**config.mk**
```make
export PLATFORM = sky130hd
export DESIGN_NAME = rmst_to_in_fm_fifo_tile
export DESIGN_NICKNAME = d
export VERILOG_FILES = /design/src/rtl/tile_load_pkg.sv /design/src/rtl/load_trans_if.sv /design/src/rtl/rmst_to_in_fm_fifo_tile.sv /design/src/rtl/in_fm_filter.sv /design/src/rtl/rmst_word_unpacker.sv /design/src/rtl/rmst_burst_issuer.sv /design/src/rtl/in_fm_tile_ctrl.sv
export SDC_FILE = /design/constraint.sdc
export NUM_CORES = 1
export LEC_CHECK = 0
export ABC_AREA = 0
export BUFFER_PORTS_ARGS = -buffer_cell sky130_fd_sc_hd__buf_2
export CAP_MARGIN = 0
export CORE_ASPECT_RATIO = 1.4
export CORE_MARGIN = 2
export CORE_UTILIZATION = 62
export DETAILED_ROUTE_END_ITERATION = 12
export PLACE_DENSITY = 0.86
export SETUP_SLACK_MARGIN = 0.3
export SLEW_MARGIN = 10
export SYNTH_ARGS = -nofsm -noshare
export SYNTH_HDL_FRONTEND = slang
export SYNTH_SLANG_ARGS = --single-unit
export TNS_END_PERCENT = 20
```
**constraint.sdc**
```tcl
create_clock -name clk -period 9.4 [get_ports clk]
set_input_delay 1.41 -clock clk [delete_from_list [all_inputs] [get_ports clk]]
set_output_delay 1.41 -clock clk [all_outputs]
set_load 0.05 [all_outputs]
```
**src/rtl/tile_load_pkg.sv**
```systemverilog
// Shared widths, burst limits and types for the feature map tile loader; imported by each RTL file
`default_nettype none

package tile_load_pkg;

    // Feature map word and read master beat widths
    localparam int dw  = 32;
    localparam int xdw = 128;

    // Byte address width on the read master
    localparam int xaw = 32;

    // Words carried by one beat
    localparam int wcnt = xdw / dw;

    // Longest burst in beats
    localparam int blen = 8;

    // Read master beat buffer size in words
    localparam int rmst_capacity = 64;

    typedef logic [dw-1:0]  word_t;
    typedef logic [xdw-1:0] beat_t;
    typedef logic [xaw-1:0] addr_t;

    // Word or beat counts inside one load
    typedef logic [15:0]    cnt_t;

endpackage

`default_nettype wire
```
**src/rtl/load_trans_if.sv**
```systemverilog
// One row transfer handed from the tile controller to the burst issuer, unpacker and filter
`timescale 1ns/1ps
`default_nettype none

interface load_trans_if;
    import tile_load_pkg::*;

    logic       start;
    addr_t      raddr;
    cnt_t       nbeats;
    logic [1:0] lead;
    cnt_t       keep;
    logic       done;

    modport ctrl (output start, output raddr, output nbeats, output lead, output keep,
                  input done);
    modport issuer (input start, input raddr, input nbeats);
    modport unpacker (input start, input nbeats, output done);
    modport filter (input start, input lead, input keep);

endinterface

`default_nettype wire

```
**src/rtl/rmst_to_in_fm_fifo_tile.sv**
```systemverilog
// Input feature map tile loader top; wires the controller, issuer, unpacker and filter together
`timescale 1ns/1ps
`default_nettype none

module rmst_to_in_fm_fifo_tile #(
    parameter int N  = 4,
    parameter int R  = 8,
    parameter int C  = 16,
    parameter int Tn = 2,
    parameter int Tr = 4,
    parameter int Tc = 6
) (
    input  logic                 clk,
    input  logic                 rst,
    // Read master
    output logic                 rmst_fixed_location,
    output tile_load_pkg::addr_t rmst_read_base,
    output tile_load_pkg::addr_t rmst_read_length,
    output logic                 rmst_go,
    input  logic                 rmst_done,
    output logic                 rmst_user_read_buffer,
    input  tile_load_pkg::beat_t rmst_user_buffer_data,
    input  logic                 rmst_user_data_available,
    // Load FIFO
    output tile_load_pkg::word_t rmst_load_data,
    output logic                 load_fifo_push,
    input  logic                 load_fifo_almost_full,
    // Tile request
    input  logic                 load_start,
    input  tile_load_pkg::cnt_t  tile_base_m,
    input  tile_load_pkg::cnt_t  tile_base_row,
    input  tile_load_pkg::cnt_t  tile_base_col,
    output logic                 load_done
);
    import tile_load_pkg::*;

    word_t word;
    logic  word_valid;

    load_trans_if trans ();

    in_fm_tile_ctrl #(
        .N  (N),
        .R  (R),
        .C  (C),
        .Tn (Tn),
        .Tr (Tr),
        .Tc (Tc)
    ) i_ctrl (
        .clk                   (clk),
        .rst                   (rst),
        .load_start            (load_start),
        .tile_base_m           (tile_base_m),
        .tile_base_row         (tile_base_row),
        .tile_base_col         (tile_base_col),
        .load_fifo_almost_full (load_fifo_almost_full),
        .load_done             (load_done),
        .trans                 (trans.ctrl)
    );

    rmst_burst_issuer i_issuer (
        .clk                   (clk),
        .rst                   (rst),
        .trans                 (trans.issuer),
        .rmst_go               (rmst_go),
        .rmst_read_base        (rmst_read_base),
        .rmst_read_length      (rmst_read_length),
        .rmst_done             (rmst_done),
        .rmst_user_read_buffer (rmst_user_read_buffer),
        .rmst_fixed_location   (rmst_fixed_location)
    );

    rmst_word_unpacker i_unpacker (
        .clk                      (clk),
        .rst                      (rst),
        .trans                    (trans.unpacker),
        .rmst_user_buffer_data    (rmst_user_buffer_data),
        .rmst_user_data_available (rmst_user_data_available),
        .rmst_user_read_buffer    (rmst_user_read_buffer),
        .word                     (word),
        .word_valid               (word_valid)
    );

    in_fm_filter i_filter (
        .clk            (clk),
        .rst            (rst),
        .trans          (trans.filter),
        .word           (word),
        .word_valid     (word_valid),
        .rmst_load_data (rmst_load_data),
        .load_fifo_push (load_fifo_push)
    );

endmodule

`default_nettype wire

```
**src/rtl/in_fm_filter.sv**
```systemverilog
// Keeps only the tile columns of a row span and pushes them into the load FIFO
`timescale 1ns/1ps
`default_nettype none

module in_fm_filter (
    input  logic                 clk,
    input  logic                 rst,
    load_trans_if.filter         trans,
    input  tile_load_pkg::word_t word,
    input  logic                 word_valid,
    output tile_load_pkg::word_t rmst_load_data,
    output logic                 load_fifo_push
);
    import tile_load_pkg::*;

    cnt_t  idx;
    cnt_t  lo;
    cnt_t  hi;
    logic  in_win;
    word_t data_q;

    // Tile columns sit at [lead, lead + keep) within the span
    assign lo     = cnt_t'(trans.lead);
    assign hi     = lo + trans.keep;
    assign in_win = (idx >= lo) && (idx < hi);

    always_ff @(posedge clk or posedge rst) begin
        if (rst) begin
            idx            <= '0;
            load_fifo_push <= 1'b0;
        end else begin
            load_fifo_push <= word_valid && in_win;
            if (trans.start) begin
                idx <= '0;
            end else if (word_valid) begin
                idx <= idx + 1'b1;
            end
        end
    end

    always_ff @(posedge clk) begin
        if (word_valid) begin
            data_q <= word;
        end
    end

    assign rmst_load_data = data_q;

endmodule

`default_nettype wire

```
**src/rtl/rmst_word_unpacker.sv**
```systemverilog
// Pops read master beats and emits their 32-bit words lowest first, flagging the end of a row
`timescale 1ns/1ps
`default_nettype none

module rmst_word_unpacker (
    input  logic                 clk,
    input  logic                 rst,
    load_trans_if.unpacker       trans,
    input  tile_load_pkg::beat_t rmst_user_buffer_data,
    input  logic                 rmst_user_data_available,
    output logic                 rmst_user_read_buffer,
    output tile_load_pkg::word_t word,
    output logic                 word_valid
);
    import tile_load_pkg::*;

    logic [wcnt-1:0] word_ena;
    beat_t           shreg;
    cnt_t            beats_left;
    logic            done_q;

    // Pop when idle or while the last word of the current beat goes out
    assign rmst_user_read_buffer = rmst_user_data_available && (beats_left != '0)
                                 && ((word_ena == '0) || word_ena[wcnt-1]);

    assign word       = shreg[dw-1:0];
    assign word_valid = |word_ena;
    assign trans.done = done_q;

    always_ff @(posedge clk or posedge rst) begin
        if (rst) begin
            word_ena   <= '0;
            beats_left <= '0;
            done_q     <= 1'b0;
        end else begin
            done_q <= word_ena[wcnt-1] && (beats_left == '0);
            if (trans.start) begin
                beats_left <= trans.nbeats;
            end else if (rmst_user_read_buffer) begin
                beats_left <= beats_left - 1'b1;
            end
            if (rmst_user_read_buffer) begin
                word_ena <= {{(wcnt-1){1'b0}}, 1'b1};
            end else begin
                word_ena <= word_ena << 1;
            end
        end
    end

    // Beat payload, shifted down one word per cycle
    always_ff @(posedge clk) begin
        if (rmst_user_read_buffer) begin
            shreg <= rmst_user_buffer_data;
        end else if (word_valid) begin
            shreg <= shreg >> dw;
        end
    end

endmodule

`default_nettype wire

```
**src/rtl/rmst_burst_issuer.sv**
```systemverilog
// Cuts a row transfer into read master bursts without overrunning the read master buffer
`timescale 1ns/1ps
`default_nettype none

module rmst_burst_issuer (
    input  logic                 clk,
    input  logic                 rst,
    load_trans_if.issuer         trans,
    output logic                 rmst_go,
    output tile_load_pkg::addr_t rmst_read_base,
    output tile_load_pkg::addr_t rmst_read_length,
    input  logic                 rmst_done,
    input  logic                 rmst_user_read_buffer,
    output logic                 rmst_fixed_location
);
    import tile_load_pkg::*;

    cnt_t  rem;
    addr_t next_addr;
    cnt_t  burst_beats;
    cnt_t  burst_words;
    cnt_t  outst;
    logic  go_q;
    logic  room;

    // Burst size for the next go
    assign burst_beats = (rem > cnt_t'(blen)) ? cnt_t'(blen) : rem;
    assign burst_words = burst_beats << 2;

    // Words requested but not yet popped must fit in the buffer
    assign room = (outst + burst_words) <= cnt_t'(rmst_capacity);

    assign rmst_go = (rem != '0) && rmst_done && !go_q && room;

    assign rmst_read_base      = next_addr;
    assign rmst_read_length    = addr_t'(burst_beats) << 4;
    assign rmst_fixed_location = 1'b0;

    always_ff @(posedge clk or posedge rst) begin
        if (rst) begin
            rem       <= '0;
            next_addr <= '0;
            go_q      <= 1'b0;
        end else begin
            go_q <= rmst_go;
            if (trans.start) begin
                rem       <= trans.nbeats;
                next_addr <= trans.raddr;
            end else if (rmst_go) begin
                rem       <= rem - burst_beats;
                next_addr <= next_addr + (addr_t'(burst_beats) << 4);
            end
        end
    end

    // Outstanding word count
    always_ff @(posedge clk or posedge rst) begin
        if (rst) begin
            outst <= '0;
        end else begin
            case ({rmst_go, rmst_user_read_buffer})
                2'b10: outst <= outst + burst_words;
                2'b01: outst <= outst - cnt_t'(wcnt);
                2'b11: outst <= outst + burst_words - cnt_t'(wcnt);
                default: outst <= outst;
            endcase
        end
    end

endmodule

`default_nettype wire

```
**src/rtl/in_fm_tile_ctrl.sv**
```systemverilog
// Tile load sequencer; steps channels and rows and hands one aligned row transfer at a time
`timescale 1ns/1ps
`default_nettype none

module in_fm_tile_ctrl #(
    parameter int N  = 4,
    parameter int R  = 8,
    parameter int C  = 16,
    parameter int Tn = 2,
    parameter int Tr = 4,
    parameter int Tc = 6
) (
    input  logic                clk,
    input  logic                rst,
    input  logic                load_start,
    input  tile_load_pkg::cnt_t tile_base_m,
    input  tile_load_pkg::cnt_t tile_base_row,
    input  tile_load_pkg::cnt_t tile_base_col,
    input  logic                load_fifo_almost_full,
    output logic                load_done,
    load_trans_if.ctrl          trans
);
    import tile_load_pkg::*;

    localparam addr_t plane_words = addr_t'(R * C);
    localparam int    beat_shift  = $clog2(wcnt);

    typedef enum logic [1:0] {
        st_idle,
        st_check,
        st_busy,
        st_fin
    } state_t;

    state_t state;
    cnt_t   base_m;
    cnt_t   base_row;
    cnt_t   base_col;
    cnt_t   ch;
    cnt_t   row;
    addr_t  first;
    cnt_t   span;
    logic   last_row;

    // A tile larger than the map cannot be walked
    if (Tn > N || Tr > R || Tc > C) begin : g_tile_check
        $error("tile does not fit inside the feature map");
    end

    // Word index of the first tile word in this row
    always_comb begin
        first = (addr_t'(base_m) + addr_t'(ch)) * plane_words
              + (addr_t'(base_row) + addr_t'(row)) * addr_t'(C)
              + addr_t'(base_col);
        span  = cnt_t'(first[1:0]) + cnt_t'(Tc) + cnt_t'(wcnt - 1);
    end

    assign last_row = (ch == cnt_t'(Tn - 1)) && (row == cnt_t'(Tr - 1));

    // Row span rounded out to whole beats
    assign trans.raddr  = {first[xaw-3:2], 4'b0000};
    assign trans.lead   = first[1:0];
    assign trans.nbeats = span >> beat_shift;
    assign trans.keep   = cnt_t'(Tc);

    // FIFO room is checked only here, before the row begins
    assign trans.start = (state == st_check) && !load_fifo_almost_full;

    always_ff @(posedge clk or posedge rst) begin
        if (rst) begin
            state     <= st_idle;
            base_m    <= '0;
            base_row  <= '0;
            base_col  <= '0;
            ch        <= '0;
            row       <= '0;
            load_done <= 1'b0;
        end else begin
            load_done <= (state == st_fin);
            case (state)
                st_idle: begin
                    if (load_start) begin
                        base_m   <= tile_base_m;
                        base_row <= tile_base_row;
                        base_col <= tile_base_col;
                        ch       <= '0;
                        row      <= '0;
                        state    <= st_check;
                    end
                end
                st_check: begin
                    if (!load_fifo_almost_full) begin
                        state <= st_busy;
                    end
                end
                st_busy: begin
                    if (trans.done) begin
                        if (last_row) begin
                            state <= st_fin;
                        end else if (row == cnt_t'(Tr - 1)) begin
                            row   <= '0;
                            ch    <= ch + 1'b1;
                            state <= st_check;
                        end else begin
                            row   <= row + 1'b1;
                            state <= st_check;
                        end
                    end
                end
                default: begin
                    state <= st_idle;
                end
            endcase
        end
    end

endmodule

`default_nettype wire

```
# Word-level counts from Yosys, hierarchy flattened
# Index checks and enable logic that the tools add are counted.
# Widths: inputs -> output; s select.
totals:
  regBits: 346
  in_bits: 182
  out_inout_bits: 101
  wordCells: 106
op_classes:
  addsub: 15
  magnitude_cmp: 4
  eq_ne: 13
  n_mux: 27
  reduce_logical: 29
ops:
  columns: ["cell", "count"]
  rows:
  - ["$mux 128", 2]
  - ["$mux 16", 14]
  - ["$mux 32", 2]
  - ["$pmux 16 s2", 2]
  - ["$add 16x1->16 const B", 3]
  - ["$pmux 16 s3", 1]
  - ["$add 16x16->17", 2]
  - ["$add 32x20->32", 1]
  - ["$reduce_bool 16->1", 2]
  - ["$sub 16x3->16 const B", 2]
  - ["$add 30x16->30", 1]
  - ["$add 30x30->30", 1]
  - ["$add 16x16->16", 1]
  - ["$add 16x2->16 const B", 1]
  - ["$eq 16x1->1 const B", 1]
  - ["$eq 16x2->1 const B", 1]
  - ["$ge 16x2->1", 1]
  - ["$gt 16x4->1 const B", 1]
  - ["$le 16x7->1 const B", 1]
  - ["$logic_not 16->1", 1]
  - ["$lt 16x4->1", 1]
  - ["$sub 16x1->16 const B", 1]
  - ["$sub 16x16->16", 1]
  - ["$logic_and 1x1->1", 10]
  - ["19 further kinds", 34]

# Logic depth before layout (Yosys ltp)
logic_depth:
  depth_word: 7
  ltp_mapped: 24
  depth_no_buf: 23

# By module
# Synthesis repeated with hierarchy kept, for this count alone.
unflattened:
  hier_cells: 1953
  hier_area_um2: 20832.5
modules_own_cells:
  columns: ["module", "instances", "cells_each", "area_each_um2", "seq_area_each_um2"]
  rows:
  - ["rmst_word_unpacker", 1, 444, 6698.9, 4369.2]
  - ["in_fm_tile_ctrl", 1, 698, 6488.7, 2077.0]
  - ["rmst_burst_issuer", 1, 612, 5195.0, 1576.5]
  - ["in_fm_filter", 1, 199, 2449.8, 1386.3]

# Least setup slack after synthesis
# Ideal clock, no wire load.
synth_path:
  kind: "register to output"
  from: "reg i_issuer.rem[7]"
  to: "out rmst_go"
  t_arrival_ns: 4.324
  t_required_ns: 7.990
  slack_ns: 3.666
  path_stages_with_launch: 15
  n_path_buf: 1
  cell_sequence: "dfrtp_1 -> nor4_1 -> and4_1 -> inv_1 -> nor2_1 -> and2_1 -> ha_1 -> inv_1 -> fa_1 -> nand2b_1 -> a211oi_1 -> o31ai_1 -> o31ai_1 -> clkbuf_1 -> and3_1"
synth_via:
  elab_chain_len: 5
  word_cells_on_any_way: 8
  cone_classes: "add/sub: 1; order compare: 2; mux: 1; reduce/logical: 4"
synth_lines:
  columns: ["element", "line", "rtl"]
  rows:
  - ["start, declared", "rmst_burst_issuer.sv:18", "cnt_t rem;"]
  - ["start signal, assigned", "rmst_burst_issuer.sv:47", "rem <= trans.nbeats;"]
  - ["start signal, assigned", "rmst_burst_issuer.sv:50", "rem <= rem - burst_beats;"]
  - ["$gt 16x4->1", "rmst_burst_issuer.sv:27", "assign burst_beats = (rem > cnt_t'(blen)) ? cnt_t'(blen) : rem;"]
  - ["$mux 16", "rmst_burst_issuer.sv:27", null]
  - ["named net rmst_read_length[4]", "rmst_to_in_fm_fifo_tile.sv:18", "output tile_load_pkg::addr_t rmst_read_length,"]
  - ["$add 16x16->16", "rmst_burst_issuer.sv:31", "assign room = (outst + burst_words) <= cnt_t'(rmst_capacity);"]
  - ["$le 16x7->1", "rmst_burst_issuer.sv:31", null]
  - ["$logic_and 1x1->1", "rmst_burst_issuer.sv:33", "assign rmst_go = (rem != '0) && rmst_done && !go_q && room;"]
  - ["end, declared", "rmst_to_in_fm_fifo_tile.sv:19", "output logic rmst_go,"]
# The timed path passes the listed nets, and every way through them passes these cells.

# Worst setup path after layout
layout_path:
  from: "reg i_issuer.rem[9]"
  to: "reg i_issuer.outst[6]"
layout_via:
  elab_chain_len: 7
  word_cells_on_any_way: 14
  cone_classes: "add/sub: 2; order compare: 2; eq/ne: 3; mux: 2; reduce/logical: 5"
layout_lines:
  columns: ["element", "line", "rtl"]
  rows:
  - ["$gt 16x4->1", "rmst_burst_issuer.sv:27", null]
  - ["$mux 16", "rmst_burst_issuer.sv:27", null]
  - ["$add 16x16->16", "rmst_burst_issuer.sv:31, rmst_burst_issuer.sv:62, rmst_burst_issuer.sv:64", null]
  - ["$le 16x7->1", "rmst_burst_issuer.sv:31", null]
  - ["$logic_and 1x1->1", "rmst_burst_issuer.sv:33", null]
  - ["$eq 2x2->1 / $eq 2x1->1 (equally long branches)", "rmst_burst_issuer.sv:61", "case ({rmst_go, rmst_user_read_buffer})"]
  - ["$pmux 16 s3 / $reduce_bool 3->1 (equally long branches)", null, null]
  - ["end signal, assigned", "rmst_burst_issuer.sv:62", "2'b10: outst <= outst + burst_words;"]
  - ["end signal, assigned", "rmst_burst_issuer.sv:63", "2'b01: outst <= outst - cnt_t'(wcnt);"]
  - ["end signal, assigned", "rmst_burst_issuer.sv:64", "2'b11: outst <= outst + burst_words - cnt_t'(wcnt);"]
  - ["end, declared", "rmst_burst_issuer.sv:22", "cnt_t outst;"]
# Parallel ways exist; a longest one is shown, timed or not.
# A chain may end at the register's enable or synchronous reset.

==> impl_results.md <==
- Std cell rows: 75
- Critical path capture point type: register
- CTS Buffer Depth: 3
- Synth warn: 0
- CTS clk-pin slew, worst paths: 0.06 ns
- GRT met1 Usage: 34.4%
- H-tree levels: 2
- Cts repair resizes: 0
- Vias/cell: 5.84
- Core ar.: 29800 um^2
- Multi-input gate area: 8950 um^2
- Async set-reset flop share out of synthesis: 52.9%
- Global routing usage on met2: 49.5%
- Setup bufs post-CTS: 0
- GRT Total Usage: 29.2%
- Cts hold-fix bufs: 0
- Register Area: 9310 um^2
- CTS Sinks: 340
- # setup viols final: 0
- Worst hold margin: 0.420 ns
- Slew Limit Fails: 0
- Leak pwr: 9.92 nW
- Max-capacitance violation count: 0
- Wire per inst: 18.2 um
- F_max: 142 MHz
- Root buf cell: clkbuf_16
- RSZ-0062 raised after global routing: no
- Die Span Y: 209 um
- Cell area after synthesis: 18700 um^2
- Initial Util: 62.6%
- Crit path required time: 9.75 ns
- Peak supply drop: 0.232 mV
- Number of flops mapped to enable cells by yosys: 160
- CTS tree: yes
- Yosys reg bits: 340
- Total global routing overflow: 0
- First-pass GRT wire length: 72.6 mm
- Port Buffer Count: 249
- Dominant synthesized flop cell: dfrtp_1
- Final ANT Viol Nets: 0
- Path type of the worst setup path: register to register
- Final net count: 2389
- Rel. slew slack: 25.5%
- Worst-Margin Slew: 1.12 ns
- Max FO, Critical Path: 27
- Synth unique cells: 75
- Vias in the first global route: 14600
- TritonRoute pass-1 iters: 5
- Busiest metal layer after global routing: met2
- Initial antenna violation count: 5
- DIE AREA: 31500 um^2
- Post-Synthesis Cells: 1844
- Clock Skew: 0.0205 ns
- Max reg flops: 128
- Met3 GRT Util: 4.52%
- Share of cells above drive strength 1: 18.0%
- Period minus WS final: 7.05 ns
- Largest net degree at the start of global routing: 110
- Area Growth Syn to Fin: 14.8%
- Routed Wire Length: 45.8 mm
- Seq/Total Area, Yosys: 49.9%
- Layout Cells excl Fill: 2511
- DP HPWL: 33.2 mm
- Clock latency on the worst-skew pair: 0.54 ns
- Mean Syn Cell Area: 10.1 um^2
- CTS buffer count: 34
- Largest Register: i_unpacker.shreg
- IO Pins: 283
- Filler cells: 2137
- Die W: 151 um
- GPL Wtd Cong: 0.937
- TNS Setup: 0 ns
- CP arrival: 7.39 ns
- Final hold vios: 0
- Placed instance count: 2444
- CP startpoint kind: register
- Starting DRT DRC Count: 1081
- Status: finished, final reports clean
- Vias: 14700
- Worst hold path class: register to register
- PwrDens: 396 nW/um^2
- DRC: 0
- Period utilisation layout: 75.0%
==> worst max-delay path, cell delays in order (launching register included) <==
cell and delay (ns):
dfrtp_1 0.43, nor4_1 0.47, and4_1 0.30, inv_1 0.06, nor2_1 0.20, and2_1 0.21, ha_1 0.21, inv_1 0.07
fa_1 0.40, nand2b_1 0.19, a211oi_1 0.46, o21ai_0 0.19, a211o_1 0.30, xnor2_1 0.17, nor4b_4 0.80, and2_1 0.98
nand2_1 0.24, mux2_1 0.27, ha_1 0.27, nand2_1 0.11, o311ai_0 0.36, o221ai_1 0.19
==> worst paths after layout <==
kind                       slack (ns)  cells past startpoint            startpoint                          end
max                              2.35                     21       i_issuer.rem[9]            i_issuer.outst[6]
min                              0.42                      0  i_unpacker.shreg[25]  i_filter.rmst_load_data[25]
max reg2reg                      2.35                     21       i_issuer.rem[9]            i_issuer.outst[6]
min reg2reg                      0.42                      0  i_unpacker.shreg[25]  i_filter.rmst_load_data[25]
max in group asynchronous        6.79                      3                   rst             i_filter.idx[12]
min in group asynchronous        1.05                      2                   rst            i_ctrl.base_m[11]
==> metrics by stage <==
step	instance area (um^2)	setup WS [ns]	power [mW]	util, %
after floorplan	18900	3.10	5.97	-
after global placement	20200	2.65	6.75	67.7
after detailed placement	20200	2.39	6.95	67.7
after CTS	21400	2.40	8.47	71.8
after global routing	21400	1.75	9.07	71.8
final	21400	2.35	8.48	71.8
==> layout make-up <==
type | instances | area share [%]
antenna | 7 | 0.0817
clock buffer | 41 | 4.28
clock inverter | 19 | 1.37
inverter | 39 | 0.718
multi-input combinational | 1422 | 41.8
sequential | 340 | 43.4
tap | 385 | 2.25
timing repair buffer | 258 | 6.13
==> Yosys cell counts, drive strengths merged (4+ instances only) <==
cell | n | area, um^2
a211o | 6 | 52.6
a211oi | 6 | 45.0
a21o | 12 | 90.1
a21oi | 83 | 419
a31oi | 18 | 113
a41oi | 4 | 35.0
and2 | 54 | 338
and3 | 19 | 119
and4 | 6 | 52.6
buf | 49 | 315
clkbuf | 47 | 176
dfrtp | 180 | 4500
edfxtp | 160 | 4800
fa | 14 | 280
ha | 98 | 1230
inv | 39 | 146
mux2 | 49 | 552
mux2i | 14 | 140
nand2 | 381 | 1430
nand2b | 14 | 87.6
nand3 | 41 | 205
nand4 | 23 | 144
nand4b | 5 | 43.8
nor2 | 125 | 469
nor2b | 10 | 62.6
nor3 | 30 | 150
nor4 | 18 | 113
nor4b | 6 | 67.6
o211ai | 6 | 45.0
o21a | 13 | 97.6
o21ai | 71 | 355
o21bai | 11 | 82.6
o22ai | 5 | 31.3
o311ai | 5 | 43.8
o31ai | 17 | 128
o41ai | 4 | 35.0
or2 | 8 | 50.1
or3 | 20 | 125
or4 | 17 | 128
xnor2 | 58 | 508
xor2 | 56 | 490
==> layout by cell type (no fill, tap or decap), drive strengths merged, types with 18 or more instances in the layout <==
cell type  instances
nor4              18
edfxtp           160
a31oi             18
nand2            381
ha                98
or3               20
nor3              30
nor2             125
and2              54
xor2              56
nand3             41
nand4             23
o21ai             71
clkbuf            41
xnor2             58
dfrtp            180
conb              55
inv               39
and3              19
buf              258
a21oi             83
mux2              49
==> power breakdown <==
group	leakage, nW	switching, mW	internal [mW]
clock network	0.594	0.572	0.893
registers	4.00	0.370	2.39
logic	5.33	2.72	1.53
==> logic make-up (layout without fill, tap and decap cells) <==
kind of cell,count (synthesis),in the layout,synth area share (%)
muxes,63,63,3.71
and+or+nand+nor,785,785,19.6
AOI/OAI and AO/OA,293,293,10.0
DFF,340,340,49.9
adders and majority gates,112,112,8.07
buffers and inverters,135,357,3.42
other,2,62,0.0402
xor gates and xnor gates,114,114,5.35
==> metal layers <==
layer  part of all wire (%)  vias up
li1                       -     6962
met1                     37     7024
met2                     51      520
met3                    5.2      155
met4                    6.9        0
met5                      0        -
Note: power is estimated with default switching activity, not from simulation.
